$ cat src/hw/audio_pkg.sv
// sample format and Q format shared by the data path; gains and pans use q_bits fraction bits
package audio_pkg;

  ////////////////////////////////////////////////////////////////////
  // sample format
  ////////////////////////////////////////////////////////////////////

  localparam int audio_width    = 24;
  localparam int nr_of_channels = 4;

  // fixed point, unity gain is 1 << q_bits
  localparam int q_bits = 16;
  localparam int q_one  = 1 << q_bits;

  typedef logic signed [audio_width-1:0] sample_t;

  // one sample per input channel, channel 0 in the low word
  typedef sample_t [nr_of_channels-1:0] channels_t;

  ////////////////////////////////////////////////////////////////////
  // saturation limits
  ////////////////////////////////////////////////////////////////////

  localparam sample_t sample_max = {1'b0, {(audio_width-1){1'b1}}};
  localparam sample_t sample_min = {1'b1, {(audio_width-1){1'b0}}};

endpackage

$ cat src/hw/mix_ctrl_pkg.sv
// gain, pan and clip flag types; compile after audio_pkg, pan above unity acts as full right
package mix_ctrl_pkg;

  // unsigned Q8.16, q_one is unity
  typedef logic [audio_pkg::audio_width-1:0] gain_t;
  typedef gain_t [audio_pkg::nr_of_channels-1:0] gains_t;

  // right side share: 0 is hard left, q_one is hard right
  typedef logic [audio_pkg::audio_width-1:0] pan_t;
  typedef pan_t [audio_pkg::nr_of_channels-1:0] pans_t;

  ////////////////////////////////////////////////////////////////////
  // clip reporting
  ////////////////////////////////////////////////////////////////////

  typedef logic [audio_pkg::nr_of_channels-1:0] chan_clip_t; // one bit per channel

  // bit 0 left, bit 1 right
  typedef logic [1:0] out_clip_t;

  // about five seconds of led hold at 125 MHz
  localparam int clip_hold_default = 625000000;

endpackage

$ cat src/hw/mix_frame_if.sv
// one mixed stereo frame per valid pulse; out_clip holds its value until the next frame
interface mix_frame_if;

  import audio_pkg::*;
  import mix_ctrl_pkg::*;

  sample_t   left;
  sample_t   right;
  logic      valid;    // single cycle strobe
  out_clip_t out_clip; // saturation per output side

  // mixer core side
  modport producer (
    output left, right, valid, out_clip
  );

  // egress and clip indicator side
  modport consumer (
    input left, right, valid, out_clip
  );

endinterface

$ cat src/hw/clip_indicator.sv
// clip led with restartable hold; hold_cycles must be positive and fit a 31 bit int
module clip_indicator #(
  parameter int hold_cycles = mix_ctrl_pkg::clip_hold_default
) (
  input  logic                     clk,
  input  logic                     rst_n,
  input  mix_ctrl_pkg::chan_clip_t chan_clip,
  mix_frame_if.consumer            frame,
  output logic                     clip_led
);

  localparam int cnt_width = $clog2(hold_cycles + 1);

  logic                 clip_event;
  logic                 active;
  logic [cnt_width-1:0] count; // cycles of hold left

  // out_clip is only meaningful with its frame
  assign clip_event = (|chan_clip) || (frame.valid && (|frame.out_clip));

  always_ff @(posedge clk or negedge rst_n) begin
    if (!rst_n) begin
      active <= 1'b0;
      count  <= '0;
    end else if (clip_event) begin
      active <= 1'b1;
      count  <= cnt_width'(hold_cycles); // restart on every clip
    end else if (active) begin
      count <= count - 1'b1;
      if (count == cnt_width'(1)) active <= 1'b0;
    end
  end

  assign clip_led = active;

  a_led_count: assert property (@(posedge clk) disable iff (!rst_n)
    clip_led |-> count != '0);

endmodule

$ cat src/flat_wrapper.sv
// flat-port wrapper written by rule: the top's interface ports become plain ports
module clip_indicator_flat 
#(
  parameter int hold_cycles = mix_ctrl_pkg::clip_hold_default
)
  (clk, rst_n, chan_clip, clip_led, frame_left, frame_right, frame_valid, frame_out_clip);
  mix_frame_if frame_i ();
  input  logic clk;
  input  logic rst_n;
  input  mix_ctrl_pkg::chan_clip_t chan_clip;
  output logic clip_led;
  input wire logic [$bits(frame_i.left)-1:0] frame_left;
  input wire logic [$bits(frame_i.right)-1:0] frame_right;
  input wire logic [$bits(frame_i.valid)-1:0] frame_valid;
  input wire logic [$bits(frame_i.out_clip)-1:0] frame_out_clip;
  assign frame_i.left = frame_left;
  assign frame_i.right = frame_right;
  assign frame_i.valid = frame_valid;
  assign frame_i.out_clip = frame_out_clip;
  clip_indicator #(.hold_cycles(hold_cycles)) u_core (.clk(clk), .rst_n(rst_n), .chan_clip(chan_clip), .frame(frame_i), .clip_led(clip_led));
endmodule
$ cat config.mk
export PLATFORM = sky130hd
export DESIGN_NAME = clip_indicator_flat
export DESIGN_NICKNAME = d
export VERILOG_FILES = /design/src/hw/audio_pkg.sv /design/src/hw/mix_ctrl_pkg.sv /design/src/hw/mix_frame_if.sv /design/src/hw/clip_indicator.sv /design/src/flat_wrapper.sv
export SDC_FILE = /design/constraint.sdc
export NUM_CORES = 1
export LEC_CHECK = 0
export ABC_AREA = 1
export ABC_CLOCK_PERIOD_IN_PS = 1580
export BUFFER_PORTS_ARGS = -buffer_cell sky130_fd_sc_hd__buf_2
export CAP_MARGIN = 25
export CORE_ASPECT_RATIO = 2
export CORE_MARGIN = 2
export CORE_UTILIZATION = 53
export CTS_BUF_LIST = sky130_fd_sc_hd__clkbuf_4
export DETAILED_ROUTE_END_ITERATION = 7
export GPL_TIMING_DRIVEN = 1
export PLACE_DENSITY = 0.94
export SLEW_MARGIN = 20
export SYNTH_ARGS = -nofsm -noshare
export SYNTH_HDL_FRONTEND = slang
export SYNTH_SLANG_ARGS = --single-unit
$ cat constraint.sdc
create_clock -name clk -period 1.58 [get_ports clk]
set_input_delay 0.158 -clock clk [delete_from_list [all_inputs] [get_ports clk]]
set_output_delay 0.158 -clock clk [all_outputs]
set_load 0.02 [all_outputs]
; ---- Yosys cells after proc, flatten, opt, wreduce, memory -nomap -nowiden
; Cells that the tools add are included.
[totals]
word_cells = 14
input_bits = 57
ff_bits = 31
[op_classes]
eq_ne = 1
mux = 5
reduce_logical = 5
addsub = 1
[ops]
columns = operator, count
row1 = $mux W30, 2
row2 = $eq A30 B1 Y1 const B, 1
row3 = $sub A30 B1 Y30 const B, 1
row4 = $reduce_or A4 Y1, 1
row5 = $mux W1, 3
row6 = $reduce_bool A2 Y1, 1
row7 = $reduce_or A2 Y1, 1
row8 = $logic_and A1 B1 Y1, 1
row9 = $logic_or A1 B1 Y1, 1

; ---- Logic depth before layout (Yosys ltp)
[depth]
word_depth = 4
mapped_depth = 9
ltp_nobuf = 9

; ---- Worst setup path before layout
; Ideal clock, no wire load.
[synth_timing]
kind = reg-to-reg
startpoint = register u_core.count[0]
endpoint = register u_core.count[20]
slack_ns = 0.201
stages_incl_launch_ff = 10
t_arrival_ns = 1.263
path_buffers = 0
cell_sequence = dfrtp_1 > inv_1 > ha_1 > inv_1 > nor3_1 > nand3b_1 > nor2_1 > nand2_1 > nand2_1 > nor2_1
[synth_between]
elab_chain_len = 3
[synth_rtl]
columns = element, line
row1 = start: declaration, clip_indicator.sv:16  ; logic [cnt_width-1:0] count;
row2 = start signal: assignment, clip_indicator.sv:27  ; count <= cnt_width'(hold_cycles);
row3 = start signal: assignment, clip_indicator.sv:29  ; count <= count - 1'b1;
row4 = $sub A30 B1 Y30, clip_indicator.sv:29
row5 = $mux W30, clip_indicator.sv:28  ; end else if (active) begin
row6 = $mux W30, clip_indicator.sv:25  ; end else if (clip_event) begin
; No other way between the ends. The select of a mux whose other input is x is not followed.
; A chain may end at the register's enable or synchronous reset.

; ---- Final worst setup path
[layout_timing]
startpoint = register u_core.count[17]
endpoint = register u_core.count[29]
; The elaborated chain is that of the path after synthesis.

==> summary by stage <==
Status
The flow ran to the end, and the final reports show no timing, DRC or antenna violations.

Floorplan
Row generation in the floorplan step produced 30 rows. The core region area is 0.00342 mm^2. The I/O pin total is 58. The height of the chip is 88.8 um. The chip width is 46.4 um. The die outline area is 0.00412 mm^2. The initial utilization of the core area, before any placement, comes to 55.8%.

Logic synthesis
The post-synthesis async set-or-reset flop share is 100%. The post-synthesis cell area is 0.00190 mm^2. Sequential cells were found to cover 40.7% of the synthesized design area. In this run, distinct cell masters in the synthesized netlist total 28. The synthesized netlist net count is 337. Ranked by total cell area, the synthesized netlist is headed by dfrtp_1, nor2_1, nand2_1.

Yosys printed 0 warnings. Synthesis inferred 31 register bits. For this run, the leading register cell type out of synthesis is dfrtp_1.

The mean instance size in the synthesized netlist is 6.85 um^2. The count of flip-flops with a built-in enable after synthesis is 0. The proportion of netlist area held by the largest area contributor is 40.7%. After technology mapping, the gate count stands at 278. The library cell occupying the most area in the post-synthesis netlist is dfrtp_1.

Critical path
The data arrival time of the worst path is 1.70 ns. The maximum net fanout on the critical path is 4. Measured in cells, the most critical reg-to-reg path has a length of 6. The endpoint of the worst-slack reg-to-reg timing path is u_core.count[29]. The critical path launch point is u_core.count[17]. The end of the critical path is u_core.count[29].

The worst-case register-to-register setup slack is 0.12 ns. STA puts the critical path data required time at 1.81 ns. The startpoint class of the critical path is a register. The startpoint-to-endpoint class of the critical path is register to register. The worst setup path is captured at a register. The startpoint of the worst register-to-register path is u_core.count[17].

Clock network
The CTS tree is done. The clock tree synthesis step divided the H-tree into 2 levels. The number of clock sinks is 31. The CTS clock-pin slew for the worst setup and hold paths is 0.11 ns. The number of clock buffers inserted by TritonCTS is 5. The library cell used as clock root buffer is clkbuf_4. The deepest clock path buffer count is 2. The worst-skew pair later-pin latency is 0.35 ns.

Place
Once detailed placement completed, the half-perimeter wirelength came to 3490 um. The quantity of I/O buffers inserted on ports is 9. Routability-driven placement finished with a final weighted congestion of 0.897.

Finish
The number of antenna diodes in the final layout is 0. The area growth from synthesis to layout is 15.6%. The library cell used most frequently in the layout, excluding fill and tap cells, is nor2_1. The library cells used most frequently in the layout, excluding fill and tap cells, are nor2_1, nand2_1, inv_1. The net count of the finished layout is 360. In the final layout, the share of cells above drive strength 1 is 17.6%.

Hold path
The kind of path behind the tightest hold check is input pin to register. The start point of the worst min-delay path is chan_clip[0].

Power and ir drop
Of the total power, combinational logic draws 7.7%. The sequential share of power is 59.7%. The worst-case IR drop observed on VDD is 0.523 mV. The switching power total is 0.350 mW.

Power spread over the standard cell area amounts to 609 mW/mm^2. The net switching fraction of the power is 26.1%. The internal portion of the total power is 0.991 mW.

The fraction of power consumed by the clock network is 32.6%. The design draws 1.34 mW. The leakage dissipation is 0.983 nW.

Timing
Setup violations remaining at the end of the flow were counted as 0. The final number of max-transition violations came to 0. The post-route setup TNS is 0 ns.

For the finished layout, the period the worst path requires is 1.46 ns. The max-slew headroom at the worst pin is 54.4%. At the pin with the least slew margin, the transition time is 0.684 ns.

The worst-case clock skew is 0.0151 ns. The worst path uses 92.6% of the clock period. The final-report hold violation count came to 0. For this run, the top clock speed supported by timing is 683 MHz.

GRT
Entering global routing, the biggest net connects 32 pins. The first global-routing pass estimated 8110 um of wire. The number of global-route vias before repair is 1,938. The total congestion overflow is 0.

Across every metal layer, demand over resource in global routing totals 27.6%. The number of antenna violations at the first check in global routing is 0.

Drt
Wires add up to 4850 um. After detailed routing, the number of vias per cell comes to 5.58. The detail route stage leaves a number of antenna-violating nets equal to 0. The length of the first detailed-routing pass in iterations is 5. After detailed routing, the number of remaining DRC violations is 0. In the final routed layout, each cell accounts on average for 13.9 um. The number of vias after detailed routing is 1,948. In this run, the number of DRC markers left after iteration 0 of detailed routing was 78.

Flow run
The count of max-cap constraint violations is 0.
==> through the flow <==
step	setup slack (ns)	hold WS (ns)	utilization (%)	instance area (um^2)	instances
floorplan	0.201	-0.138	-	1900	278
global placement	0.0995	0.240	59.5	2030	337
detailed placement	0.0244	0.245	59.5	2030	337
CTS	0.00335	0.282	61.2	2090	345
global route	-0.0207	0.300	64.5	2200	349
finish	0.116	0.293	64.5	2200	349
==> sequential cells by signal, summed over array words and instances, names as in the netlist <==
register,cells
u_core.clip_led,1
u_core.count,30
==> routing by layer <==
layer | vias up | share of wire [%] | global-route usage (%)
met2 | 102 | 54 | 44.9
met1 | 896 | 35 | 27.4
li1 | 927 | - | -
met3 | 23 | 5.0 | 5.71
met4 | 0 | 6.6 | 24.9
met5 | - | 0 | 0
==> logic make-up after synthesis <==
logic type	synth area share [%]
flops	40.7
simple gates	40.1
fa+ha+maj	1.31
buf+inv	7.88
xor+xnor	0.460
compound gates	9.46
==> area by class of cell <==
class | instances | area [um^2]
Fill cell | 264 | 1210
Multi-Input combinational cell | 211 | 1060
Sequential cell | 31 | 778
Timing Repair Buffer | 19 | 135
Inverter | 33 | 124
Tap cell | 48 | 60.1
Clock buffer | 5 | 37.5
Clock inverter | 2 | 8.76
==> worst min path at each step <==
stage | end | cells past startpoint | slack (ns)
3_5_place_dp | u_core.clip_led | 1 | 0.24
6_report | u_core.count[22] | 6 | 0.29
4_1_cts | u_core.clip_led | 6 | 0.28
2_1_floorplan | u_core.clip_led | 0 | -0.14
5_1_grt | u_core.clip_led | 6 | 0.30
3_3_place_gp | u_core.count[25] | 1 | 0.24
==> worst max-delay path, stage by stage, from the launching register on <==
cell and delay [ns]:
dfrtp_1 0.42, nor2_1 0.23, nand2_1 0.12, nor2_2 0.17, nand2_1 0.11, o21ai_0 0.20
nand3_1 0.10
==> cell usage after synthesis (2+ instances only) <==
master    count
nor2_2        7
o21ai_0      16
o21ai_1       2
nand3b_1      3
nand3_1      24
a21oi_1      13
nor2_4        2
ha_1          2
inv_1        32
nor2_1       70
dfrtp_1      31
nand2_1      57
nor3_1        3
nand3_2       2
==> timing repair <==
| action | 4_1_cts | 5_1_grt |
|---|---|---|
| resized for setup | 0 | 22 |
| setup endpoints to repair | 0 | 15 |
| setup buffers | 0 | 4 |
| hold endpoints to repair | 31 | 0 |
| hold buffers | 1 | 0 |
==> power groups by stage <==
stage | Combinational [mW] | Sequential [mW] | Clock, mW
2_1_floorplan | 0.0484 | 0.815 | 0
3_3_place_gp | 0.0867 | 0.815 | 0
3_5_place_dp | 0.0895 | 0.816 | 0
4_1_cts | 0.0916 | 0.800 | 0.451
5_1_grt | 0.116 | 0.802 | 0.482
6_report | 0.103 | 0.802 | 0.437
Note: power is estimated with default switching activity, not from simulation.
