$ cat src/hw/audio_pkg.sv
// sample format and Q format shared by the data path; gains and pans use q_bits fraction bits
package audio_pkg;

  ////////////////////////////////////////////////////////////////////
  // sample format
  ////////////////////////////////////////////////////////////////////

  localparam int audio_width    = 24;
  localparam int nr_of_channels = 4;

  // fixed point, unity gain is 1 << q_bits
  localparam int q_bits = 16;
  localparam int q_one  = 1 << q_bits;

  typedef logic signed [audio_width-1:0] sample_t;

  // one sample per input channel, channel 0 in the low word
  typedef sample_t [nr_of_channels-1:0] channels_t;

  ////////////////////////////////////////////////////////////////////
  // saturation limits
  ////////////////////////////////////////////////////////////////////

  localparam sample_t sample_max = {1'b0, {(audio_width-1){1'b1}}};
  localparam sample_t sample_min = {1'b1, {(audio_width-1){1'b0}}};

endpackage

$ cat src/hw/dac_level_monitor.sv
// observes the DAC handshake only; clear wins over a transfer in the same cycle
module dac_level_monitor (
  input  logic               clk,
  input  logic               rst_n,
  input  audio_pkg::sample_t dac_data,
  input  logic               dac_valid,
  input  logic               dac_ready,
  input  logic               clear,
  output audio_pkg::sample_t min_level,
  output audio_pkg::sample_t max_level
);

  import audio_pkg::*;

  logic xfer;

  assign xfer = dac_valid && dac_ready;

  always_ff @(posedge clk or negedge rst_n) begin
    if (!rst_n) begin
      min_level <= sample_max; // empty range
      max_level <= sample_min;
    end else if (clear) begin
      min_level <= sample_max;
      max_level <= sample_min;
    end else if (xfer) begin
      // signed compares, sample_t is signed
      if (dac_data < min_level) min_level <= dac_data;
      if (dac_data > max_level) max_level <= dac_data;
    end
  end

  // once a word has gone out the range is never inverted
  a_range_order: assert property (@(posedge clk) disable iff (!rst_n)
    xfer && !clear |=> min_level <= max_level);

endmodule

$ cat config.mk
export PLATFORM = sky130hd
export DESIGN_NAME = dac_level_monitor
export DESIGN_NICKNAME = d
export VERILOG_FILES = /design/src/hw/audio_pkg.sv /design/src/hw/dac_level_monitor.sv
export SDC_FILE = /design/constraint.sdc
export NUM_CORES = 1
export LEC_CHECK = 0
export ABC_AREA = 1
export BUFFER_PORTS_ARGS = -buffer_cell sky130_fd_sc_hd__buf_2
export CAP_MARGIN = 20
export CORE_MARGIN = 4
export CORE_UTILIZATION = 30
export DETAILED_ROUTE_END_ITERATION = 6
export PLACE_DENSITY = 0.59
export SKIP_LAST_GASP = 1
export SYNTH_ARGS = -nofsm -noshare
export SYNTH_HDL_FRONTEND = slang
export SYNTH_SLANG_ARGS = --single-unit
$ cat constraint.sdc
create_clock -name clk -period 2 [get_ports clk]
set_input_delay 0.2 -clock clk [delete_from_list [all_inputs] [get_ports clk]]
set_output_delay 0.2 -clock clk [all_outputs]
set_load 0.03 [all_outputs]
Word level (Yosys, flattened, before mapping)
Cells that the tools add are included.
{"block": "word_totals", "output_inout_bits": 48, "regBits": 48, "input_bits": 29, "elab_cells": 16}
{"block": "classes", "n_reduce_logical": 6, "magnitude_cmp": 2, "n_mux": 6}
{"op": "$mux 24", "count": 6}
{"op": "$gt 24x24->1", "count": 1}
{"op": "$lt 24x24->1", "count": 1}
{"op": "$reduce_bool 2->1", "count": 3}
{"op": "$reduce_and 2->1", "count": 2}
{"op": "$logic_and 1x1->1", "count": 1}

Depth between registers and ports, before layout
Gate-level depths: netlist (run 1).
{"block": "depth", "depth_word": 4, "ltp_mapped": 17, "depth_no_buf": 17}

Least setup slack after synthesis (run 1)
OpenSTA, ideal clock, no wires.
{"block": "synth_timing", "path_type": "register -> register", "from": "register max_level[23]", "to": "register max_level[10]", "t_arrival_ps": 2005, "path_buffers": 1, "period_less_slack_ps": 2123, "path_stages_with_launch": 15, "slack_ps": -123, "required_ps": 1882, "setup_ps": 118, "cell_sequence": "dfstp_2 -> inv_1 -> ha_1 -> nand2_1 -> inv_2 -> nand4_2 -> nor2_2 -> nand2_1 -> nand3_1 -> nand2_1 -> nand2_2 -> nand2_4 -> buf_6 -> nand3_2 -> nand2_1"}
{"block": "synth_between", "elab_chain_cells": 3}
{"element": "start: declaration", "line": "dac_level_monitor.sv:10", "rtl": "output audio_pkg::sample_t max_level"}
{"element": "start signal: assignment", "line": "dac_level_monitor.sv:22", "rtl": "max_level <= sample_min;"}
{"element": "start signal: assignment", "line": "dac_level_monitor.sv:25", "rtl": "max_level <= sample_min;"}
{"element": "start signal: assignment", "line": "dac_level_monitor.sv:29", "rtl": "if (dac_data > max_level) max_level <= dac_data;"}
{"element": "$gt 24x24->1", "line": "dac_level_monitor.sv:29"}
{"element": "$reduce_bool 2->1 (no line)"}
{"element": "$reduce_and 2->1 (no line)"}
No other way between the ends.
A chain may end at the register's enable or synchronous reset.

Worst setup path in the final report (run 1)
{"block": "layout_timing", "from": "register min_level[21]", "to": "register min_level[2]"}
{"block": "layout_between", "elab_chain_cells": 3}
{"element": "start: declaration", "line": "dac_level_monitor.sv:9", "rtl": "output audio_pkg::sample_t min_level,"}
{"element": "start signal: assignment", "line": "dac_level_monitor.sv:21", "rtl": "min_level <= sample_max;"}
{"element": "start signal: assignment", "line": "dac_level_monitor.sv:24", "rtl": "min_level <= sample_max;"}
{"element": "start signal: assignment", "line": "dac_level_monitor.sv:28", "rtl": "if (dac_data < min_level) min_level <= dac_data;"}
{"element": "$lt 24x24->1", "line": "dac_level_monitor.sv:28"}
{"element": "$reduce_bool 2->1 (no line)"}
{"element": "$reduce_and 2->1 (no line)"}
No other way between the ends.

==> results of run 1 <==
-- stage by stage --
step / hold slack [ps] / instances / worst slack, ps
floorplan: -95.59 / 472 / -42.00
global placement: 207.3 / 734 / -98.35
detailed placement: 218.0 / 734 / -143.9
CTS: 182.6 / 750 / -98.99
global route: 192.3 / 759 / -315.7
finish: 184.1 / 759 / -200.5
-- per-layer routing --
layer / vias up / share of wire / global-route usage
met2: 88 / 0.51 / 0.2874
met3: 16 / 0.046 / 0.02517
met5: - / 0 / 0
met1: 1788 / 0.43 / 0.2103
li1: 1823 / - / -
met4: 0 / 0.014 / 0.04200
-- synth_stat cells --
| master | count |
|---|---|
| a21o_1 | 4 |
| a21oi_1 | 14 |
| a21oi_2 | 1 |
| a31oi_2 | 1 |
| buf_1 | 3 |
| buf_2 | 1 |
| buf_4 | 4 |
| buf_6 | 4 |
| clkbuf_1 | 10 |
| dfrtp_1 | 24 |
| dfstp_2 | 24 |
| ha_1 | 47 |
| inv_1 | 71 |
| inv_2 | 1 |
| nand2_1 | 117 |
| nand2_2 | 3 |
| nand2_4 | 1 |
| nand3_1 | 51 |
| nand3_2 | 21 |
| nand3_4 | 1 |
| nand4_1 | 30 |
| nand4_2 | 1 |
| nor2_1 | 16 |
| nor2_2 | 2 |
| nor3_1 | 1 |
| o21ai_0 | 1 |
| or2_2 | 18 |
-- what timing repair did --
action,CTS,global route
hold buffers,1,0
buffers inserted,6,8
endpoints found under the hold margin,15,0
gates cloned,1,2
setup endpoints to repair,48,48
pin swaps,19,29
gates resized for setup,41,47
-- power by group through the flow --
stage	combinational, W	clock, W	sequential [W]
after floorplan	0.000683	0	0.00146
after global placement	0.00147	0	0.00122
after detailed placement	0.00150	0	0.00122
after CTS	0.00165	0.000885	0.00121
after global routing	0.00197	0.000912	0.00123
final	0.00180	0.000860	0.00121
-- worst max-delay path: cells and delay by family, from the launching register on --
family / cells / cell delay [ps]
AND/OR/NAND/NOR: 8 / 710
buffers and inverters: 3 / 350
AO/OA/AOI/OAI: 2 / 300
flip-flops: 1 / 540
adder cells (fa/ha/maj): 1 / 220
-- final cells by class --
class	instances	area [um2]	area share
clock buffers	5	125.1	0.02269
clock inverters	3	18.77	0.003403
inverters	72	272.8	0.04946
multi-input cells	330	2567	0.4655
flip-flops and latches	48	1239	0.2246
well taps	147	183.9	0.03335
repair buffers	154	1109	0.2010
-- worst min-delay path by stage --
stage                startpoint                       end  slack [ps]  cells after the start
floorplan                 rst_n  max_level[0]$_DFFE_PN0P_        -100                      0
global placement          rst_n  max_level[0]$_DFFE_PN0P_         210                      1
detailed placement        rst_n  max_level[0]$_DFFE_PN0P_         220                      1
CTS                 dac_data[0]  max_level[0]$_DFFE_PN0P_         180                      3
global route        dac_data[0]  max_level[0]$_DFFE_PN0P_         190                      3
finish              dac_data[0]  max_level[0]$_DFFE_PN0P_         180                      3
-- cell usage in the layout (no fill, tap or decap), types with 14 or more instances in the layout --
master | netlist | routed
buf_2 | 1 | 76
buf_4 | 4 | 62
dfrtp_1 | 24 | 18
dfstp_2 | 24 | 24
ha_1 | 47 | 30
ha_4 | 0 | 17
inv_1 | 71 | 57
inv_2 | 1 | 14
nand2_1 | 117 | 97
nand2_2 | 3 | 18
nand3_1 | 51 | 22
nand3_2 | 21 | 49
nand4_1 | 30 | 30
or2_2 | 18 | 18
-- cells by family (layout without fill, tap and decap cells) --
group,Yosys count,in the layout,synth area share
buf+inv,94,234,0.1082
simple gates,262,262,0.3641
flops,48,48,0.3339
fa+ha+maj,47,47,0.1595
compound gates,21,21,0.03427
-- state kept, by name (all words and copies together), names as in the netlist --
signal / cells
max_level: 24
min_level: 24
==> out/metrics.yaml, run 1 <==
status: "finished, violations left"
violations: "setup timing"
swShare: 0.3953
placed_cell_area_um2: 4798
crit_top_cell: "nand2_2"
grt_pass1_wl_um: 18790
fin_tns_setup_ps: -4571
p_leak_nw: 2.866
relSlewSlack: 0.6378
clock_path_buffers: 2
htreeDepth: 2
cp_cell_sequence: "inv_2 -> ha_4 -> a21oi_2 -> nor2_1 -> nor2_1 -> nand2_2 -> a21oi_4 -> nand2_2 -> nand2_2 -> buf_6 -> nand3_4 -> clkbuf_16 -> nand3_2 -> nand2_1"
dpl.hpwl_um: 8509
finalWeightedCongestion: 0.8584
synth_top_area_share: 0.1710
worst_pin_slew_ps: 543.4
numCtsBuffers: 5
reg2reg_slack_ps: -200
rr_startpoint: "min_level[21]$_DFFE_PN1P_"
rsz0062_at_grt: "true"
drc: 0
powerDensity_nw_per_um2: 702.3
die_x_um: 118.9
rr_endpoint: "min_level[2]$_DFFE_PN1P_"
seq_area_frac_synth: 0.3339
die-area_um2: 14130
viasPerCell: 4.895
finalPower_w: 0.003874
port_buffers: 76
synth.area.top_cells: "dfstp_2 17%, dfrtp_1 16%, ha_1 16%"
drv_slew: 0
synth_top_cell_by_area: "dfstp_2"
antenna_cells: 0
power_switching_w: 0.001531
path_class: "reg -> reg"
setup_slack_ps: -200.5
detail_route.first_pass.iterations: 4
overflow: 0
hp-class: "in -> reg"
fin_crit_ps: 2200
cp-endpoint: "min_level[2]$_DFFE_PN1P_"
die_h_um: 118.9
syn_area_per_cell_um2: 7.812
period_share: 1.100
worstRegToRegCells: 14
grt_max_degree: 51
pwr-share-seq: 0.313
track_usage: 0.1638
fill_cells: 1174
clock_skew_ps: 7.766
slowest_stage: "dfstp_2"
yosysWarnings: 0
nets: 687
fp-row-count: 40
crit_required_ps: 2220
start_util: 0.3070
syn_nets: 548
clock-root-buffer: "clkbuf_16"
wl_per_cell_um: 16.15
ir_worst_vdd_mv: 0.4640
ys_types: 27
cts_tree: "yes"
final-hold-violation-count: 0
grt_pass1_vias: 3840
pwr-share-clk: 0.222
critPathLaunchType: "flip-flop"
areaGrowthSynthToFinish_pct: 49.58
p_int_w: 0.002342
crit_start: "min_level[21]$_DFFE_PN1P_"
wirelength_um: 12260
drive_gt1_frac: 0.5425
fin_area_um2: 5515
cts_sinks: 48
worst_path_largest_cell_delay_ps: 540
core-area_um2: 12010
fin_util: 0.4592
cap_violations: 0
synth_seq_cells: 48
setup_viol: 38
p_comb_frac: 0.465
antenna_found_initial: 0
max_freq_mhz: 454.5
syn-cell-area_um2: 3687
cp.arrival_ps: 2420
clk_latency_ps: 290
drtIter0Drc: 163
synthCells: 472
vias: 3715
clk_pin_slew_worst_paths_ps: 70
crit_path_max_fanout: 6
ios: 77
cp-end-kind: "flip-flop"
ant_nets: 0
No activity file was read; power rests on OpenSTA's default activity.
==> inputs of run 2 (changes only) <==
- CORE_UTILIZATION: 30 -> 48
- PLACE_DENSITY: 0.59 -> 0.82
==> run 2 against run 1 <==
Effect of this change:
- the run still ends with setup timing left
- critical path depth unchanged
- final area down 4.1%
- via count up 5.7%
- clock-buffer cell count up 1
- sequential share of layout area up 0.96 points
- core utilization up 26 points
- final cell count down 9.1%
- fmax down 1.6%
- die area down 35%
- combinational power about the same
- critical path type unchanged
- largest power group unchanged
- highest routed layer unchanged
==> out/metrics.yaml, run 2 (synthesized netlist as in run 1, its figures left out) <==
hp-class: "in -> reg"
vias: 3926
setup_viol: 48
detail_route.first_pass.iterations: 5
fin_tns_setup_ps: -7269
fp-row-count: 31
max_freq_mhz: 447.2
grt_max_degree: 38
cp_cell_sequence: "inv_1 -> ha_4 -> nand2_4 -> nor2_4 -> nand4_1 -> nor2_2 -> nand2_2 -> nand2_2 -> nand2_2 -> buf_6 -> nand3_4 -> clkbuf_16 -> nand3_1 -> nand2_1"
clk_pin_slew_worst_paths_ps: 110
p_leak_nw: 2.760
final-hold-violation-count: 0
reg_top3: "max_level: 24 flops, min_level: 24 flops"
ir_worst_vdd_mv: 0.3614
crit_top_cell: "nand2_2"
post-place-ws_ps: -131.7
antenna_cells: 0
relSlewSlack: 0.5387
period_share: 1.118
nets: 666
track_usage: 0.2498
drtIter0Drc: 319
crit_required_ps: 2270
setup_slack_ps: -236.2
powerDensity_nw_per_um2: 694.6
path_class: "reg -> reg"
wl_per_cell_um: 17.96
finalWeightedCongestion: 0.9351
status: "finished, violations left"
start_util: 0.5003
ant_nets: 0
antenna_found_initial: 0
hold_ws_ps: 176.8
port_buffers: 76
crit_path_max_fanout: 8
clock-root-buffer: "clkbuf_8"
worst_pin_slew_ps: 691.0
cts_sinks: 48
clk_latency_ps: 320
drv_slew: 0
critical-path-top-delay-family: "simple AND/OR/NAND/NOR gates"
clock_path_buffers: 2
viasPerCell: 5.690
drive_gt1_frac: 0.5465
worst_path_largest_cell_delay_ps: 550
timing.critical_path.buf_inv: 3
wirelength_um: 12400
grt_pass1_wl_um: 17820
cp.arrival_ps: 2500
violations: "setup timing"
finalPower_w: 0.003673
areaGrowthSynthToFinish_pct: 43.43
die_x_um: 95.65
slowest_stage: "dfstp_2"
cap_violations: 0
drc: 0
clock_skew_ps: 16.53
grt_pass1_vias: 3696
ios: 77
critPathLaunchType: "flip-flop"
fin_crit_ps: 2236
fill_cells: 508
cts_tree: "yes"
die_h_um: 95.65
core-area_um2: 7370
mostFrequentLayoutCell: "nand2_1"
htreeDepth: 2
rsz0062_at_grt: "true"
dpl.hpwl_um: 7713
numCtsBuffers: 5
die-area_um2: 9148
final_cell_mix: "88 x nand2_1, 76 x buf_2, 59 x inv_1"
cp-end-kind: "flip-flop"
overflow: 0
[run 2: cell count changes in the layout (fill, tap and decap cells not counted), moves of 2 or more]
cell | previous run | this run
buf_4 | 62 | 40
nand2_1 | 97 | 88
ha_1 | 30 | 32
nand3_1 | 22 | 15
inv_1 | 57 | 59
nand3_2 | 49 | 56
clkbuf_16 | 7 | 2
clkbuf_8 | 0 | 6
nand2_2 | 18 | 26
ha_4 | 17 | 15
[run 2: where the power goes]
group,switching [W],internal [W]
clock network,0.000370,0.000278
logic,0.00109,0.000711
registers,0.0000912,0.00114
total,0.00155,0.00212
[run 2: what timing repair did]
action / 4_1_cts / 5_1_grt
pin swaps: 23 / 51
hold endpoints to repair: 11 / 0
hold buffers: 1 / 0
resized for setup: 32 / 67
gates cloned: 1 / 2
buffers inserted: 7 / 3
setup endpoints to repair: 48 / 48
[run 2: tightest hold or removal path: stages]
cell	delay [ps]
buf_2	130
nand4_1	100
nand3_1	70
[run 2: metrics by stage]
stage	utilization	std cells	instance area, um2
after floorplan	-	472	3845
after global placement	0.6267	670	4618
after detailed placement	0.6267	670	4618
after CTS	0.6730	687	4960
after global routing	0.7177	690	5289
final	0.7177	690	5289
[run 2: worst paths after layout]
path / cells after the start / from / slack [ps] / endpoint
worst max-delay path: 14 / min_level[12]$_DFFE_PN1P_ / -240 / min_level[16]$_DFFE_PN1P_
worst min-delay path: 3 / dac_data[20] / 180 / min_level[20]$_DFFE_PN1P_
worst max register to register: 14 / min_level[12]$_DFFE_PN1P_ / -240 / min_level[16]$_DFFE_PN1P_
worst min register to register: 2 / min_level[3]$_DFFE_PN1P_ / 490 / min_level[3]$_DFFE_PN1P_
max in group asynchronous: 3 / rst_n / 950 / min_level[1]$_DFFE_PN1P_
min in group asynchronous: 2 / rst_n / 410 / max_level[13]$_DFFE_PN0P_
[run 2: metal layers]
layer / wire [um] / global-route usage
met5: 0 / 0
met4: 517 / 0.08412
met3: 797 / 0.03946
met2: 6185 / 0.4354
met1: 4895 / 0.3128
[run 2: layout make-up]
type / instances / area [um2] / area share
Sequential cell: 48 / 1239 / 0.2342
Timing Repair Buffer: 133 / 959.7 / 0.1815
Clock buffer: 6 / 82.58 / 0.01561
Clock inverter: 2 / 10.01 / 0.001893
Inverter: 72 / 270.3 / 0.05110
Multi-Input combinational cell: 330 / 2604 / 0.4923
Tap cell: 99 / 123.9 / 0.02342
