## config.mk

```make
export PLATFORM = sky130hd
export DESIGN_NAME = dac_egress_flat
export DESIGN_NICKNAME = d
export VERILOG_FILES = /design/src/hw/audio_pkg.sv /design/src/hw/mix_ctrl_pkg.sv /design/src/hw/mix_frame_if.sv /design/src/hw/dac_egress.sv /design/src/flat_wrapper.sv
export SDC_FILE = /design/constraint.sdc
export NUM_CORES = 1
export LEC_CHECK = 0
export BUFFER_PORTS_ARGS = -buffer_cell sky130_fd_sc_hd__buf_2
export CAP_MARGIN = 20
export CORE_ASPECT_RATIO = 1.75
export CORE_MARGIN = 2
export CORE_UTILIZATION = 43
export CTS_CLUSTER_DIAMETER = 120
export DETAILED_ROUTE_END_ITERATION = 10
export HOLD_SLACK_MARGIN = 0.06
export PLACE_DENSITY = 0.75
export SLEW_MARGIN = 25
export SYNTH_ARGS = -nofsm -noshare
export SYNTH_HDL_FRONTEND = slang
export SYNTH_SLANG_ARGS = --single-unit
```

## constraint.sdc

```tcl
create_clock -name clk -period 2.2 [get_ports clk]
set_clock_uncertainty 0.1 [all_clocks]
set_input_delay 0.44 -clock clk [delete_from_list [all_inputs] [get_ports clk]]
set_output_delay 0.44 -clock clk [all_outputs]
set_load 0.02 [all_outputs]
```

## src/hw/audio_pkg.sv

```systemverilog
// sample format and Q format shared by the data path; gains and pans use q_bits fraction bits
package audio_pkg;

  ////////////////////////////////////////////////////////////////////
  // sample format
  ////////////////////////////////////////////////////////////////////

  localparam int audio_width    = 24;
  localparam int nr_of_channels = 4;

  // fixed point, unity gain is 1 << q_bits
  localparam int q_bits = 16;
  localparam int q_one  = 1 << q_bits;

  typedef logic signed [audio_width-1:0] sample_t;

  // one sample per input channel, channel 0 in the low word
  typedef sample_t [nr_of_channels-1:0] channels_t;

  ////////////////////////////////////////////////////////////////////
  // saturation limits
  ////////////////////////////////////////////////////////////////////

  localparam sample_t sample_max = {1'b0, {(audio_width-1){1'b1}}};
  localparam sample_t sample_min = {1'b1, {(audio_width-1){1'b0}}};

endpackage

```

## src/hw/mix_ctrl_pkg.sv

```systemverilog
// gain, pan and clip flag types; compile after audio_pkg, pan above unity acts as full right
package mix_ctrl_pkg;

  // unsigned Q8.16, q_one is unity
  typedef logic [audio_pkg::audio_width-1:0] gain_t;
  typedef gain_t [audio_pkg::nr_of_channels-1:0] gains_t;

  // right side share: 0 is hard left, q_one is hard right
  typedef logic [audio_pkg::audio_width-1:0] pan_t;
  typedef pan_t [audio_pkg::nr_of_channels-1:0] pans_t;

  ////////////////////////////////////////////////////////////////////
  // clip reporting
  ////////////////////////////////////////////////////////////////////

  typedef logic [audio_pkg::nr_of_channels-1:0] chan_clip_t; // one bit per channel

  // bit 0 left, bit 1 right
  typedef logic [1:0] out_clip_t;

  // about five seconds of led hold at 125 MHz
  localparam int clip_hold_default = 625000000;

endpackage

```

## src/hw/mix_frame_if.sv

```systemverilog
// one mixed stereo frame per valid pulse; out_clip holds its value until the next frame
interface mix_frame_if;

  import audio_pkg::*;
  import mix_ctrl_pkg::*;

  sample_t   left;
  sample_t   right;
  logic      valid;    // single cycle strobe
  out_clip_t out_clip; // saturation per output side

  // mixer core side
  modport producer (
    output left, right, valid, out_clip
  );

  // egress and clip indicator side
  modport consumer (
    input left, right, valid, out_clip
  );

endinterface

```

## src/hw/dac_egress.sv

```systemverilog
// sends left then right under valid/ready; frames that arrive during a transfer are dropped
module dac_egress (
  input  logic               clk,
  input  logic               rst_n,
  mix_frame_if.consumer      frame,
  output audio_pkg::sample_t dac_data,
  output logic               dac_valid,
  output logic               dac_last,
  input  logic               dac_ready
);

  import audio_pkg::*;

  typedef enum logic [1:0] {
    st_idle,
    st_send_left,
    st_send_right
  } state_t;

  state_t  state;
  sample_t right_hold; // right word waits here while left is out

  always_ff @(posedge clk or negedge rst_n) begin
    if (!rst_n) begin
      state     <= st_idle;
      dac_valid <= 1'b0;
      dac_last  <= 1'b0;
    end else begin
      case (state)
        st_idle: if (frame.valid) begin
          state     <= st_send_left;
          dac_valid <= 1'b1;
          dac_last  <= 1'b0;
        end
        st_send_left: if (dac_ready) begin
          state    <= st_send_right;
          dac_last <= 1'b1; // right word closes the frame
        end
        st_send_right: if (dac_ready) begin
          state     <= st_idle;
          dac_valid <= 1'b0;
          dac_last  <= 1'b0;
        end
        default: state <= st_idle;
      endcase
    end
  end

  always_ff @(posedge clk) begin
    if (state == st_idle && frame.valid) begin
      dac_data   <= frame.left;
      right_hold <= frame.right;
    end else if (state == st_send_left && dac_ready) begin
      dac_data <= right_hold;
    end
  end

  // word must not change under a stalled handshake
  a_dac_hold: assert property (@(posedge clk) disable iff (!rst_n)
    dac_valid && !dac_ready |=> dac_valid && $stable(dac_data) && $stable(dac_last));

endmodule

```

## src/flat_wrapper.sv

```systemverilog
// flat-port wrapper written by rule: the top's interface ports become plain ports
module dac_egress_flat import audio_pkg::*;
  (clk, rst_n, dac_data, dac_valid, dac_last, dac_ready, frame_left, frame_right, frame_valid, frame_out_clip);
  mix_frame_if frame_i ();
  input  logic clk;
  input  logic rst_n;
  output audio_pkg::sample_t dac_data;
  output logic dac_valid;
  output logic dac_last;
  input  logic dac_ready;
  input wire logic [$bits(frame_i.left)-1:0] frame_left;
  input wire logic [$bits(frame_i.right)-1:0] frame_right;
  input wire logic [$bits(frame_i.valid)-1:0] frame_valid;
  input wire logic [$bits(frame_i.out_clip)-1:0] frame_out_clip;
  assign frame_i.left = frame_left;
  assign frame_i.right = frame_right;
  assign frame_i.valid = frame_valid;
  assign frame_i.out_clip = frame_out_clip;
  dac_egress u_core (.clk(clk), .rst_n(rst_n), .frame(frame_i), .dac_data(dac_data), .dac_valid(dac_valid), .dac_last(dac_last), .dac_ready(dac_ready));
endmodule
```

Word-level counts from Yosys, hierarchy flattened
Index checks and enable logic that the tools add are counted. Widths: inputs -> output; s select.

Flip-flop bits (word level): 52. Bits in latches: 0. RAM bits: 0. Bits in read-only memories: 0. Output and inout port bits: 26. Logic and storage cells: 31. Memories kept: 0.

Add/sub/neg operators: 0. Multiply operators: 0. Div/mod/pow operators: 0. $lt $le $gt $ge: 0. Eq/ne operators: 5. Shift operators: 0. Muxes and demuxes: 12. Bitwise gates (word level): 0. Reduce and logical (&&, ||, !) cells: 9.

Operators with widths (number): $mux 24 (2); $mux 2 (3); $ne 2x2->1 const B (3); $pmux 2 s3 (1); $reduce_and 3->1 (2); $mux 1 (4); $reduce_and 4->1 (1); $reduce_bool 2->1 (2); $pmux 1 s3 (1); $reduce_bool 3->1 (1); $eq 2x1->1 const B (1); $eq 2x2->1 const B (1); $logic_and 1x1->1 (2); $logic_not 2->1 (1); $pmux 1 s2 (1).

Depth between registers and ports, before layout
Gate-level depths: netlist of run 1.

Word-level depth: 4. Mapped depth: 4.

Worst setup path before layout of run 1
Ideal clock, no wire load.

Kind: reg-to-reg. From: register u_core.state[0]. To: register u_core.dac_data[0] (enable). Setup time: 413 ps. Data arrival time: 1807 ps. Data required time: 1687 ps. Slack: -120 ps. Cell stages (with the launch flop): 3. Path buffers: 0. Period minus slack after synthesis: 2320 ps. Cells stage by stage: dfrtp_1 -> nand2b_4 -> a21oi_1.

Cells in the longest elaborated chain, start to end: 3. Elaborated cells between the ends (all ways): 5. Those cells by class: 1 x eq/ne; 4 x reduce/logical.

RTL lines: from (decl) (RTL line dac_egress.sv:20) `state_t state;`; from (signal assigned) (RTL line dac_egress.sv:25) `state <= st_idle;`; from (signal assigned) (RTL line dac_egress.sv:31) `state <= st_send_left;`; from (signal assigned) (RTL line dac_egress.sv:36) `state <= st_send_right;`; $eq 2x1->1 or $logic_not 2->1 (tied branches) (RTL line dac_egress.sv:53, dac_egress.sv:50); $logic_and 1x1->1, on equally long branches (RTL line dac_egress.sv:53, dac_egress.sv:50); $reduce_bool 2->1 (no source line) (*); to (signal assigned) (RTL line dac_egress.sv:51) `dac_data <= frame.left;`; to (signal assigned) (RTL line dac_egress.sv:54) `dac_data <= right_hold;`; to (decl) (RTL line dac_egress.sv:6) `output audio_pkg::sample_t dac_data,`.

Every way passes the cells marked *; elsewhere a longest branch is shown, timed or not. A chain may end at the register's enable or synchronous reset.

Worst setup path in the final report of run 1
From: register u_core.state[0]. To: register u_core.dac_data[23], data pin.

Cells in the longest elaborated chain, start to end: 3.

RTL lines: $logic_not 2->1 (RTL line dac_egress.sv:50) `if (state == st_idle && frame.valid) begin`; $logic_and 1x1->1 (RTL line dac_egress.sv:50); $mux 24 (RTL line dac_egress.sv:50).

No other way between the ends.

==> metrics.txt, run 1 <==
initial DRC count=30; Final Hold Violating Endpoints=0; synth warn=0; initial cell density of the core=between 40% and 50%; Clock Path Buffers=2; LEAKAGE=between 1 and 1.5 nW; peak supply drop=941.8 uV; asr flop ratio synth=between 7 and 8%; CP max FO=between 40 and 50; Cell Area, Synth=just over 2000 um2; kind of end point of the critical path=register; WP data arrival=about 1.7 ns; CP Data Required Time=2.14 ns; layout cell share with drive strength beyond 1=just over 60%; I/O Buffers=77; Synth Area in Adders=0%; vias in the first global route=around 1200; Synth Area in Compound Gates=under 10%; IO Count=80; XOR/XNOR share of the synthesized area=0%; CTS tree=built; DR vias/cell=4.697; number of synthesized flops with an enable pin=between 40 and 50; Reg2Reg Depth=4; Max-slew headroom=73.86%; Avg Inst Size Synth=around 21 um2; final non-filler cell area=~2600 um2; post-DP HPWL=approximately 2.5 mm; Post-synth top cells=edfxtp_1 (48), mux2_4 (19), nand2_1 (6); H-tree depth=2; minimum clock period after layout=1.761 ns; die height=95.47 um; status=completed; cell taking the most area after synthesis=edfxtp_1; Clk Latency, worst-skew pair=between 0.2 and 0.3 ns; FF-to-FF Start=u_core.state[0]$_DFFE_PN0P_; setup TNS=0 ns; pwr dens=around 1300 nW/um2; hold path cells=1; synthesized flop and latch total=between 50 and 60; # resized after CTS=0; count leader, synth=edfxtp_1; Layout area overhead=25.01%; worst hold path type=input pin to register; multiplexer share of the synthesized area=roughly 17%; first-pass GRT wire length=~5 mm; area share of the largest cell type after synthesis=between 70% and 80%; syn nets=around 150; antenna violations before repair=0; Tcrit/Tclk final=about four fifths; reg-to-reg slack, setup=0.44 ns; Hold EP=u_core.right_hold[7]$_DFFE_PP_; largest net degree at the start of global routing=~50; Residual DRC=0; Post-Route WL=approximately 3.3 mm; DP Area=about 2500 um2; final cell count without fillers=between 200 and 250; CTS root buffer=clkbuf_8; die width=roughly 56 um; DRT Pass-1 Iters=4; clk sink count=52; gpl congestion=0.7359; worst hold path startpoint=frame_right[7]; Final ANT Viol Nets=0; total power draw=~3.2 mW; MaxCap Viol Count=0; CTS buffer count=5; largest family of logic cells by synthesized area=multiplexers; Simple-Gate Fraction of Synth Area=3.348%; Final Max Slew Viols=0; count of cell types in the netlist=13; vias post-DR=1099; Antenna Cells=0; area of the core=about 4600 um2; Critical R2R Capture=u_core.dac_data[23]$_DFFE_PP_; nets=about 240; main area contributors after synthesis=edfxtp_1 (70%), mux2_4 (14%), dfrtp_1 (4.9%), buf_12 (2.9%), mux2_2 (2.7%); sequential cell area fraction in the yosys report=74.98%; Syn Inst Count=between 90 and 100; DP Cell Count=225; Site Rows=33; WL/cell=between 10 and 15 um; Finish-stage setup viols=0; unrepaired setup endpoints after global routing=no; total track usage=between 10% and 20%; grt ovf=0; worst slew pin tran=about 0.4 ns; crit start category=register; Die Area=approximately 5400 um2; Synth Flop Type=edfxtp_1; Clock Pin Slew Worst Setup and Hold Paths=~0.08 ns; crit path kind=register to register; FMAX=roughly 570 MHz
[worst max path at each step]
| stage | from | depth (start not counted) | endpoint |
|---|---|---|---|
| after floorplan | u_core.state[0]$_DFFE_PN0P_ | 2 | u_core.dac_data[0]$_DFFE_PP_ |
| after global placement | frame_valid | 5 | u_core.dac_data[21]$_DFFE_PP_ |
| after detailed placement | frame_valid | 5 | u_core.dac_data[23]$_DFFE_PP_ |
| after CTS | u_core.state[0]$_DFFE_PN0P_ | 4 | u_core.dac_data[23]$_DFFE_PP_ |
| after global routing | u_core.state[0]$_DFFE_PN0P_ | 4 | u_core.dac_data[23]$_DFFE_PP_ |
| final | u_core.state[0]$_DFFE_PN0P_ | 4 | u_core.dac_data[23]$_DFFE_PP_ |
[layer usage]
metal,up-vias,part of all wire (%),GRT usage (%)
met3,4,4.4,3.935
met4,0,1.5,5.952
met1,518,34,12.48
li1,534,-,-
met5,-,0,0
met2,43,60,24.22
[layout make-up]
cell class	count	area [um2]
inverter	1	3.754
sequential	52	1541
clock inverter	3	13.76
multi-input combinational	41	454.2
tap	52	65.06
clock buffer	5	68.82
timing repair buffer	80	422.9
fill	391	2054
[cells in the final DEF (no fill, tap or decap)]
| master | synthesis | routed |
|---|---|---|
| dlygate4sd3_1 | 0 | 1 |
| nor2_8 | 1 | 1 |
| a21oi_1 | 2 | 1 |
| inv_1 | 1 | 1 |
| nor2b_1 | 2 | 2 |
| mux2_2 | 5 | 5 |
| o21ai_0 | 4 | 4 |
| buf_12 | 3 | 1 |
| clkbuf_8 | 0 | 5 |
| nand2b_4 | 1 | 1 |
| clkinv_2 | 0 | 2 |
| clkinv_1 | 0 | 1 |
| buf_4 | 0 | 1 |
| edfxtp_1 | 48 | 48 |
| dfrtp_1 | 4 | 4 |
| mux2i_1 | 1 | 1 |
| nand2_1 | 6 | 6 |
| mux2_4 | 19 | 19 |
| buf_2 | 0 | 77 |
| a21oi_2 | 0 | 1 |
[cell families after synthesis]
logic type,after synthesis
muxes,25
DFF,52
and+or+nand+nor,10
buffers and inverters,4
AOI/OAI and AO/OA,6
[what timing repair did]
| item | CTS | global route |
|---|---|---|
| hold endpoints to repair | 4 | 0 |
| setup buffers | 0 | 0 |
| hold buffers | 1 | 0 |
[critical path: stages, from the launching register on]
cell	delay (ns)
dfrtp_1	0.45
nand2b_4	0.21
nor2_8	0.10
buf_12	0.27
mux2_2	0.38
[power breakdown]
part           switching, mW  internal (mW)
clock network          0.276          0.216
registers              0.119           1.52
logic                  0.624          0.472
total                   1.02           2.20
[state kept, by name, indices dropped and copies added (netlist names)]
| signal | count |
|---|---|
| u_core.dac_data | 24 |
| u_core.right_hold | 24 |
| u_core.state | 2 |
| u_core.dac_last | 1 |
| u_core.dac_valid | 1 |
[per-stage QoR]
stage / setup WS, ns / utilization, % / hold WS (ns)
3_3_place_gp: 0.4573 / 53.57 / 0.1412
5_1_grt: 0.3547 / 55.57 / 0.2011
3_5_place_dp: 0.4022 / 53.57 / 0.1505
6_report: 0.4391 / 55.57 / 0.2215
4_1_cts: 0.4138 / 55.57 / 0.2093
2_1_floorplan: 0.3589 / - / 0.04441
(Power assumes the default switching activity.)
==> run 2, diff against run 1 <==
--- a/config.mk
+++ b/config.mk
@@ -5,15 +5,16 @@
 export SDC_FILE = /design/constraint.sdc
 export NUM_CORES = 1
 export LEC_CHECK = 0
+export ABC_AREA = 1
 export BUFFER_PORTS_ARGS = -buffer_cell sky130_fd_sc_hd__buf_2
 export CAP_MARGIN = 20
 export CORE_ASPECT_RATIO = 1.75
 export CORE_MARGIN = 2
-export CORE_UTILIZATION = 43
+export CORE_UTILIZATION = 47
 export CTS_CLUSTER_DIAMETER = 120
 export DETAILED_ROUTE_END_ITERATION = 10
 export HOLD_SLACK_MARGIN = 0.06
-export PLACE_DENSITY = 0.75
+export PLACE_DENSITY = 0.78
 export SLEW_MARGIN = 25
 export SYNTH_ARGS = -nofsm -noshare
 export SYNTH_HDL_FRONTEND = slang
==> constraint.sdc (replaced) <==
create_clock -name clk -period 1.73 [get_ports clk]
set_clock_uncertainty 0.1 [all_clocks]
set_input_delay 0.346 -clock clk [delete_from_list [all_inputs] [get_ports clk]]
set_output_delay 0.346 -clock clk [all_outputs]
set_load 0.02 [all_outputs]
==> run 2 against run 1 <==
Routed wire length up 8.5%. Combinational power grew 34%. First-iteration DRC count grew 3.3%. Largest power group unchanged. Critical path type unchanged. Power is 29% higher. Design area fell by 0.39%. Critical path depth stayed put. Non-clock buffer count increased by 3.
==> metrics.txt, run 2 <==
worst path cell trace=nor2_2 -> nand2_4 -> inv_6 -> buf_12; LEAKAGE=1.183 nW (+9.6%); syn nets=202 (+34%); gpl congestion=0.7060 (-4.1%); H-tree depth=2 (unchanged); Cell Area, Synth=2007 um2 (-2.4%); Top Registers=u_core.dac_data: 24 flops, u_core.right_hold: 24 flops, u_core.state: 2 flops; CP Capture Point=u_core.right_hold[23]$_DFFE_PP_; die width=53.40 um (-5.1%); Crit path buffers/inverters=2 (+1); CTS tree=built; count leader, synth=nand2_1; nets=288 (+23%); initial DRC count=31 (+3.3%); most frequent cells in the layout=buf_2 (77), nand2_1 (59), edfxtp_1 (48); IO Count=80 (unchanged); cell taking the most area after synthesis=edfxtp_1; Clock Pin Slew Worst Setup and Hold Paths=0.08 ns (about the same); worst hold path startpoint=frame_right[19]; antenna violations before repair=0 (unchanged); Layout area overhead=27.56%; FMAX=661.5 MHz (+16%); Residual DRC=0 (unchanged); Clk Latency, worst-skew pair=0.28 ns (about the same); Synth Flop Type=edfxtp_1; status=completed; Site Rows=31 (-6.1%); Syn Inst Count=148 (+53%); WL/cell=12.74 um (-11%); largest net degree at the start of global routing=25 (-49%); first-pass GRT wire length=5.664 mm (+11%); crit start category=register; WP data arrival=1.41 ns (-0.29 ns); sequential cell area fraction in the yosys report=76.81% (+1.8 points); Top delay family on crit path=flip-flops; DP Area=2469 um2 (-0.35%); Slowest-stage cell, CP=dfrtp_1; Post-Route WL=3.618 mm (+8.5%); Avg Inst Size Synth=13.56 um2 (-36%); Post-synth top cells=nand2_1 (60), edfxtp_1 (48), nand2_2 (19); Final Hold Violating Endpoints=0 (unchanged); die height=90.45 um (-5.3%); final non-filler cell area=2560 um2 (-0.39%); kind of end point of the critical path=register; main area contributors after synthesis=edfxtp_1 (72%), nand2_1 (11%), nand2_2 (5.9%), dfrtp_1 (5.0%), buf_12 (2.0%); asr flop ratio synth=7.692% (unchanged); Max-slew headroom=86.19% (+12 points); Reg2Reg Depth=4 (unchanged); # resized after CTS=0 (unchanged); Critical R2R Capture=u_core.right_hold[23]$_DFFE_PP_; setup TNS=0 ns (unchanged); WP depth=4 (unchanged); post-CTS setup buffers=0 (unchanged); peak supply drop=1373 uV (+46%); Tcrit/Tclk final=87.38% (+7.3 points); Antenna Cells=0 (unchanged); initial cell density of the core=48.81% (+4.4 points); I/O Buffers=77 (unchanged); Clock Path Buffers=2 (unchanged); worst slew pin tran=0.2054 ns (-0.1867 ns); layout cell share with drive strength beyond 1=47.23% (-15 points); vias in the first global route=1339 (+13%); count of cell types in the netlist=13 (unchanged); crit path kind=register to register; area of the core=4111 um2 (-11%); fill count=367 (-6.1%); CP Launch Point=u_core.state[0]$_DFFE_PN0P_; CP max FO=19 (-60%); FF-to-FF Start=u_core.state[0]$_DFFE_PN0P_; post-DP HPWL=2.751 mm (+9.6%); CTS buffer count=5 (unchanged); most common cell after layout, fill and taps aside=buf_2; synthesized flop and latch total=52 (unchanged); synth warn=0 (unchanged); number of synthesized flops with an enable pin=48 (unchanged); worst hold path type=input pin to register; clk sink count=52 (unchanged); CP peak stage delay=0.42 ns (-0.03 ns); total track usage=16.40% (+3.6 points); MaxCap Viol Count=0 (unchanged); minimum clock period after layout=1.512 ns (-0.2492 ns); Final Max Slew Viols=0 (unchanged); vias post-DR=1317 (+20%); unrepaired setup endpoints after global routing=no; CP Data Required Time=1.63 ns (-0.51 ns); Finish-stage setup viols=0 (unchanged); pwr dens=1628 nW/um2 (+30%); DRT Pass-1 Iters=4 (unchanged); area share of the largest cell type after synthesis=71.82% (+1.7 points); total power draw=4.167 mW (+29%); Die Area=4829 um2 (-10%); DR vias/cell=4.637 (-1.3%); reg-to-reg slack, setup=0.22 ns (-0.22 ns); Final ANT Viol Nets=0 (unchanged); grt ovf=0 (unchanged); CTS root buffer=clkbuf_8
==> run 2: timing repair <==
| action | in CTS | in global routing |
|---|---|---|
| hold buffers | 1 | 0 |
| endpoints found under the hold margin | 4 | 0 |
| setup endpoints to repair | 0 | 0 |
==> run 2: per-stage QoR <==
step	setup WS, ns	util, %	instances	hold slack [ns]
2_1_floorplan	0.1278	-	148	-0.04959
4_1_cts	0.1963	62.26	284	0.1125
5_1_grt	0.1239	62.26	284	0.1106
3_3_place_gp	0.2166	60.04	275	0.05077
6_report	0.2183	62.26	284	0.1232
3_5_place_dp	0.2039	60.04	275	0.05751
==> run 2: cell type report <==
type | count | area, um2 | area share [%]
multi-input combinational | 85 | 386.6 | 15.10
sequential | 52 | 1541 | 60.22
inverter | 7 | 31.28 | 1.222
tap | 49 | 61.31 | 2.395
clock inverter | 1 | 5.005 | 0.1955
timing repair buffer | 83 | 457.9 | 17.89
clock buffer | 7 | 76.32 | 2.981
==> run 2: kinds of logic after synthesis <==
family,Yosys count,share of synthesized area [%]
AO/OA/AOI/OAI,2,0.6233
AND/OR/NAND/NOR,83,18.52
flip-flops,52,76.81
buffers and inverters,11,4.052
==> run 2: where the power goes <==
group	leakage (nW)	total [mW]	internal, mW	switching, mW
Sequential	0.507	2.07	1.95	0.124
Combinational	0.633	1.47	0.485	0.987
Clock	0.0422	0.620	0.284	0.337
==> run 2: how the worst min path moves through the flow <==
| stage | endpoint | slack [ns] | cells after the start |
|---|---|---|---|
| 2_1_floorplan | u_core.dac_last$_DFFE_PN0P_ | -0.05 | 0 |
| 3_3_place_gp | u_core.dac_valid$_DFFE_PN0P_ | 0.05 | 1 |
| 6_report | u_core.right_hold[19]$_DFFE_PP_ | 0.12 | 1 |
| 5_1_grt | u_core.right_hold[19]$_DFFE_PP_ | 0.11 | 1 |
| 3_5_place_dp | u_core.dac_last$_DFFE_PN0P_ | 0.06 | 1 |
| 4_1_cts | u_core.right_hold[20]$_DFFE_PP_ | 0.11 | 1 |
==> run 2: worst reg2reg max path, stage by stage (launching register included) <==
cell     delay, ns
dfrtp_1       0.42
nor2_2        0.16
nand2_4       0.15
inv_6         0.21
buf_12        0.19
==> run 2: per-layer routing <==
metal,vias up,track usage (%),part of all wire (%)
met5,-,0,0
met4,0,5.769,1.6
met3,6,4.139,7.1
met2,49,30.45,57
met1,602,16.40,34
li1,660,-,-
